--- src/include/cpu_config.svh ---
`ifndef CPU_CONFIG_SVH
`define CPU_CONFIG_SVH

// Datapath widths
`define CPU_DBITS        32
`define CPU_REGNOBITS    4
`define CPU_IMMBITS      16
`define CPU_INSTSIZE     32'd4
`define CPU_STARTPC      32'h0000_0100

// Byte-address bits decoded by each memory
`define CPU_IMEMADDRBITS 16
`define CPU_DMEMADDRBITS 16

// Memory-mapped I/O addresses
`define CPU_ADDRHEX      32'hFFFF_F000
`define CPU_ADDRLEDR     32'hFFFF_F020
`define CPU_ADDRKEY      32'hFFFF_F080
`define CPU_ADDRSW       32'hFFFF_F090

// I/O widths and reset values
`define CPU_HEXBITS      24
`define CPU_LEDRBITS     10
`define CPU_KEYBITS      4
`define CPU_SWBITS       10
`define CPU_HEXRESET     24'hFEDEAD

`endif
--- src/verilog/cpu_pkg.sv ---
`default_nettype none
`include "cpu_config.svh"

package cpu_pkg;

  // Primary opcode, inst[31:26]
  typedef enum logic [5:0] {
    OP1_ALUR = 6'b000000,
    OP1_BEQ  = 6'b001000,
    OP1_BLT  = 6'b001001,
    OP1_BLE  = 6'b001010,
    OP1_BNE  = 6'b001011,
    OP1_JAL  = 6'b001100,
    OP1_LW   = 6'b010010,
    OP1_SW   = 6'b011010,
    OP1_ADDI = 6'b100000,
    OP1_ANDI = 6'b100100,
    OP1_ORI  = 6'b100101,
    OP1_XORI = 6'b100110
  } op1_e;

  // Secondary opcode, inst[25:18], only meaningful under OP1_ALUR
  typedef enum logic [7:0] {
    OP2_EQ   = 8'b00001000,
    OP2_LT   = 8'b00001001,
    OP2_LE   = 8'b00001010,
    OP2_NE   = 8'b00001011,
    OP2_ADD  = 8'b00100000,
    OP2_AND  = 8'b00100100,
    OP2_OR   = 8'b00100101,
    OP2_XOR  = 8'b00100110,
    OP2_SUB  = 8'b00101000,
    OP2_NAND = 8'b00101100,
    OP2_NOR  = 8'b00101101,
    OP2_NXOR = 8'b00101110,
    OP2_RSHF = 8'b00110000,
    OP2_LSHF = 8'b00110001
  } op2_e;

  // Instruction memory write port
  typedef struct packed {
    logic                         en;
    logic [`CPU_IMEMADDRBITS-1:0] addr;
    logic [`CPU_DBITS-1:0]        inst;
  } imem_load_t;

  typedef struct packed {
    logic is_br;
    logic is_jmp;
    logic rd_mem;
    logic wr_mem;
    logic wr_reg;
  } ctrl_t;

  // ********************************************************
  // Stage-to-stage payloads
  // ********************************************************
  typedef struct packed {
    logic                      valid;
    logic [`CPU_DBITS-1:0]     pc;
    op1_e                      op1;
    op2_e                      op2;
    logic [`CPU_DBITS-1:0]     regval1;
    logic [`CPU_DBITS-1:0]     regval2;
    logic [`CPU_DBITS-1:0]     imm;
    logic [`CPU_REGNOBITS-1:0] wregno;
    ctrl_t                     ctrl;
  } id_ex_t;

  typedef struct packed {
    logic [`CPU_DBITS-1:0]     aluout;
    logic [`CPU_DBITS-1:0]     sdata;
    logic [`CPU_REGNOBITS-1:0] wregno;
    logic                      rd_mem;
    logic                      wr_mem;
    logic                      wr_reg;
  } ex_mem_t;

  typedef struct packed {
    logic [`CPU_DBITS-1:0]     value;
    logic [`CPU_REGNOBITS-1:0] wregno;
    logic                      wr_reg;
  } mem_wb_t;

  // Taken branch or JAL
  typedef struct packed {
    logic                  valid;
    logic [`CPU_DBITS-1:0] target;
  } redirect_t;

endpackage

`default_nettype wire

--- src/verilog/cpu_decode.sv ---
`timescale 1ns/1ns
`default_nettype none
`include "cpu_config.svh"

module cpu_decode import cpu_pkg::*; (
  input  logic                  clk,
  input  logic                  reset,
  input  logic [`CPU_DBITS-1:0] fe_inst,
  input  logic [`CPU_DBITS-1:0] fe_pc,
  input  ex_mem_t               ex_mem,
  input  mem_wb_t               mem_wb,
  output logic                  stall,
  output logic                  fetch_bubble,
  output id_ex_t                id_ex
);

  localparam int REGWORDS = 1 << `CPU_REGNOBITS;

  op1_e                      op1;
  op2_e                      op2;
  logic [`CPU_IMMBITS-1:0]   imm;
  logic [`CPU_REGNOBITS-1:0] rd;
  logic [`CPU_REGNOBITS-1:0] rs;
  logic [`CPU_REGNOBITS-1:0] rt;
  logic [`CPU_DBITS-1:0]     imm_sx;
  logic                      op2_known;
  ctrl_t                     ctrl;
  logic [`CPU_REGNOBITS-1:0] wregno;
  logic [`CPU_DBITS-1:0]     regs [REGWORDS];

  // True when a pending write targets one of the sources
  function automatic logic src_hit(input logic [`CPU_REGNOBITS-1:0] wno,
                                   input logic                      wr,
                                   input logic [`CPU_REGNOBITS-1:0] a,
                                   input logic [`CPU_REGNOBITS-1:0] b);
    return wr && (wno != '0) && ((wno == a) || (wno == b));
  endfunction

  // Fixed field positions
  assign op1    = op1_e'(fe_inst[31:26]);
  assign op2    = op2_e'(fe_inst[25:18]);
  assign imm    = fe_inst[23:8];
  assign rd     = fe_inst[11:8];
  assign rs     = fe_inst[7:4];
  assign rt     = fe_inst[3:0];
  assign imm_sx = {{(`CPU_DBITS-`CPU_IMMBITS){imm[`CPU_IMMBITS-1]}}, imm};

  // Unknown op2 (bubble included) writes nothing
  always_comb begin
    case (op2)
      OP2_EQ, OP2_LT, OP2_LE, OP2_NE, OP2_ADD, OP2_AND, OP2_OR,
      OP2_XOR, OP2_SUB, OP2_NAND, OP2_NOR, OP2_NXOR, OP2_RSHF,
      OP2_LSHF: op2_known = 1'b1;
      default:  op2_known = 1'b0;
    endcase
  end

  // ********************************************************
  // Control decode
  // ********************************************************
  always_comb begin
    ctrl   = '0;
    wregno = '0;
    case (op1)
      OP1_ALUR: begin
        ctrl.wr_reg = op2_known;
        wregno      = rd;
      end
      OP1_BEQ, OP1_BLT, OP1_BLE, OP1_BNE: ctrl.is_br = 1'b1;
      OP1_JAL: begin
        ctrl.is_jmp = 1'b1;
        ctrl.wr_reg = 1'b1;
        wregno      = rt;
      end
      OP1_LW: begin
        ctrl.rd_mem = 1'b1;
        ctrl.wr_reg = 1'b1;
        wregno      = rt;
      end
      OP1_SW: ctrl.wr_mem = 1'b1;
      OP1_ADDI, OP1_ANDI, OP1_ORI, OP1_XORI: begin
        ctrl.wr_reg = 1'b1;
        wregno      = rt;
      end
      default: ctrl = '0;
    endcase
  end

  // Hold decode while a source waits on execute, memory or writeback
  assign stall = src_hit(id_ex.wregno, id_ex.ctrl.wr_reg, rs, rt) ||
                 src_hit(ex_mem.wregno, ex_mem.wr_reg, rs, rt) ||
                 src_hit(mem_wb.wregno, mem_wb.wr_reg, rs, rt);

  // No prediction, so fetch idles until execute resolves
  assign fetch_bubble = ctrl.is_br || ctrl.is_jmp || id_ex.ctrl.is_br || id_ex.ctrl.is_jmp;

  // Register file, writeback on the falling edge
  always_ff @(negedge clk or posedge reset) begin
    if (reset) begin
      for (int i = 0; i < REGWORDS; i++) begin
        regs[i] <= '0;
      end
    end else if (mem_wb.wr_reg) begin
      regs[mem_wb.wregno] <= mem_wb.value;
    end
  end

  // Decode latch, bubble on stall
  always_ff @(posedge clk or posedge reset) begin
    if (reset) begin
      id_ex <= '0;
    end else if (stall) begin
      id_ex <= '0;
    end else begin
      id_ex.valid   <= 1'b1;
      id_ex.pc      <= fe_pc;
      id_ex.op1     <= op1;
      id_ex.op2     <= op2;
      id_ex.regval1 <= regs[rs];
      id_ex.regval2 <= regs[rt];
      id_ex.imm     <= imm_sx;
      id_ex.wregno  <= wregno;
      id_ex.ctrl    <= ctrl;
    end
  end

endmodule

`default_nettype wire

--- config.mk ---
export PLATFORM = sky130hd
export DESIGN_NAME = cpu_decode
export DESIGN_NICKNAME = d
export VERILOG_FILES = /design/src/verilog/cpu_pkg.sv /design/src/verilog/cpu_decode.sv
export VERILOG_INCLUDE_DIRS = /design/src /design/src/include
export SDC_FILE = /design/constraint.sdc
export NUM_CORES = 1
export LEC_CHECK = 0
export BUFFER_PORTS_ARGS = -buffer_cell sky130_fd_sc_hd__buf_2
export CORE_ASPECT_RATIO = 1.5
export CORE_MARGIN = 2
export CORE_UTILIZATION = 45
export DETAILED_ROUTE_END_ITERATION = 16
export SLEW_MARGIN = 20
export SYNTH_ARGS = -nofsm -noshare
export SYNTH_HDL_FRONTEND = slang
export SYNTH_SLANG_ARGS = --single-unit
--- constraint.sdc ---
create_clock -name clk -period 22 [get_ports clk]
set_input_delay 1.1 -clock clk [delete_from_list [all_inputs] [get_ports clk]]
set_output_delay 1.1 -clock clk [all_outputs]
set_load 0.01 [all_outputs]
==> metrics.txt <==
outcome finished clean; Post-CTS Resized 0; max_slew headroom 27.9%; placed instance count 3033; final count of pins violating max slew 0; Nets 2369; hold buffers post-CTS 0; final cell count without fillers 3157; Via density 6.00; crit path cell chain buf_2 -> clkinvlp_4 -> buf_4 -> buf_4 -> buf_4; Worst Skew 0.0327 ns; combinational fraction of design power 21.2%; setup_tns 0 ns; Critical Path Max Stage Delay 0.76 ns; MaxCap Viol Count 0; Slew @ Worst Pin 1.08 ns; Layout Utilization 51.2%; Hold Path Sink regs[50]; initial antenna violation count 9; top-count cell post-synth dfrtn_1; synth cell count leaders dfrtn_1, mux2_2, mux4_2, dfrtp_1, clkbuf_1; final hold viol count 0; vias in the first global route 20800; Chip Height 331 um; register-to-register setup slack 9.30 ns; clock sinks 642; Routed WL 85000 um; Post-Syn Area 32000 um^2; vias 18900; sw frac 26.8%; Hold Crit Class flop to flop; Worst path depth 5; worst r2r src regs[405]; post-synthesis net count 2224; H-Tree Depth 3; final setup fails 0; total global-route track usage 23.7%; CTS Root Buffer Type clkbuf_16; worst skew pair latency 0.61 ns; ys async rst share 100%; HP Start regs[50]; Cell Int Power 2570 uW; std cell rows 119; worst-path maximum fanout 71; cell taking the most area after synthesis dfrtn_1; FF-to-FF End id_ex[94]; Synth top area share 40.0%; Design Area, Final 36000 um^2; Seq pwr share 46.2%; post-synthesis simple-gate area fraction 3.27%; Initial Util 45.6%; Mean Syn Cell Area 15.6 um^2; Setup Buffers After CTS 0; Crit path max-delay family buffers and inverters; share of cells above drive strength 1 55.1%; Die Area 73400 um^2; leakage power 0.0151 uW; total grt overflow 0; Post-Synth Adder-Cell Area 0%; post-synthesis mux area share 38.0%; unrepaired setup endpoints after global routing false; top post-synthesis cells by area dfrtn_1, mux4_2, mux2_2; CP Data Arrival Time 3.81 ns; Post-DP Area 33700 um^2; Ys Warns 0; Crit. End Element async pin; Die X 222 um; floorplan core area 70300 um^2; Syn Inst Count 2050; first-pass GRT wire length 131000 um; most used cell along the critical path buf_4; Buffers on Ports 261; Buf/Inv on CP 5; EDFF count, synth 0; First-pass DRT Iterations 5; Psw 940 uW; R2R cell count 4; unique cell type count in the Yosys netlist 38; PwrDens 97.6 nW/um^2; Clock Path Buffers 3; CTS tree done; largest net degree at the start of global routing 194; I/O pin total 328; Req. time, crit path 11.68 ns; clk slew on worst S/H paths 0.04 ns; largest family of logic cells by synthesized area multiplexers; WL/cell 26.9 um; post-route ant nets 0; Seq/Total Area, Yosys 50.1%; Hold Crit Depth 1; clock power share 32.5%; Synth Area in XOR/XNOR 0.656%; startpoint class of the critical path input port; initial drt markers 1079; residual DRC count 0; synthesis-stage register bit count 642; post-DP HPWL 48200 um; CTS buffer count 66; Placer Congestion 0.831; Post-synth top flop dfrtn_1; VDD IR-drop max 0.0590 mV; post-synthesis compound-gate area fraction 4.24%; Pwr Total 3510 uW; P&R area growth vs syn 12.3%; kind of critical path input port to async pin; CP max stage cell buf_4
-- routing by layer --
metal	GRT usage [%]	share of wire, %
met1	29.5	41
met2	42.0	52
met3	3.31	4.0
met4	8.97	3.2
met5	0	0.027
-- per-stage QoR --
step / setup WS [ns] / hold slack, ns
finish: 7.87 / 0.468
global placement: 7.25 / 0.444
CTS: 7.76 / 0.467
global route: 7.44 / 0.477
detailed placement: 7.13 / 0.467
floorplan: 1.40 / 0.430
-- placed cells by master, fill, tap and decap left out, types with 8 or more instances in the layout --
master     Yosys  routed
a211oi_1      78      78
buf_4         42      40
nor2_1        18       9
clkbuf_16      0      71
dfrtp_1      130     130
mux2i_1       64      64
nor2_4         0       9
buf_2         69     253
mux2_2       506     506
clkbuf_8       0      21
dfrtn_1      512     512
a21oi_1        8       8
clkbuf_1      93      10
a211oi_2      50      50
nor2b_1       66      65
xnor2_1       24      24
and2_1        55      55
mux4_2       256     256
-- final cells by class --
cell class	count	area (um^2)
clock buffers	102	2100
diodes	5	12.5
repair buffers	299	1680
flip-flops and latches	642	16100
clock inverters	16	106
fillers	5931	34300
well taps	907	1130
inverters	3	15.0
multi-input cells	1183	14900
-- state kept, by name, indices dropped and copies added, names as in the netlist --
name	count
regs	512
id_ex	130
-- worst register-to-register path, delay by kind of cell, from the launching register on --
kind,cells,cell delay [ns]
DFF,1,0.35
and+or+nand+nor,1,0.14
AOI/OAI and AO/OA,2,0.62
muxes,1,0.46
-- cells by family (layout without fill, tap and decap cells) --
group,after synthesis,in the layout
other,0,5
and+or+nand+nor,176,176
AOI/OAI and AO/OA,151,151
xor gates and xnor gates,24,24
muxes,832,832
buffers and inverters,225,420
DFF,642,642
-- worst max-delay path by stage --
| stage | startpoint | end | slack (ns) |
|---|---|---|---|
| after floorplan | reset | regs[0] | 1.40 |
| after global placement | reset | regs[15] | 7.25 |
| after detailed placement | reset | regs[15] | 7.13 |
| after CTS | reset | regs[404] | 7.76 |
| after global routing | reset | regs[375] | 7.44 |
| final | reset | regs[279] | 7.87 |
-- power by group through the flow --
stage,registers (uW),logic [uW],clock network [uW]
2_1_floorplan,1610,582,0
3_3_place_gp,1610,735,0
3_5_place_dp,1640,753,0
4_1_cts,1620,756,1170
5_1_grt,1660,803,1230
6_report,1620,746,1140
No activity file was read; power rests on OpenSTA's default activity.
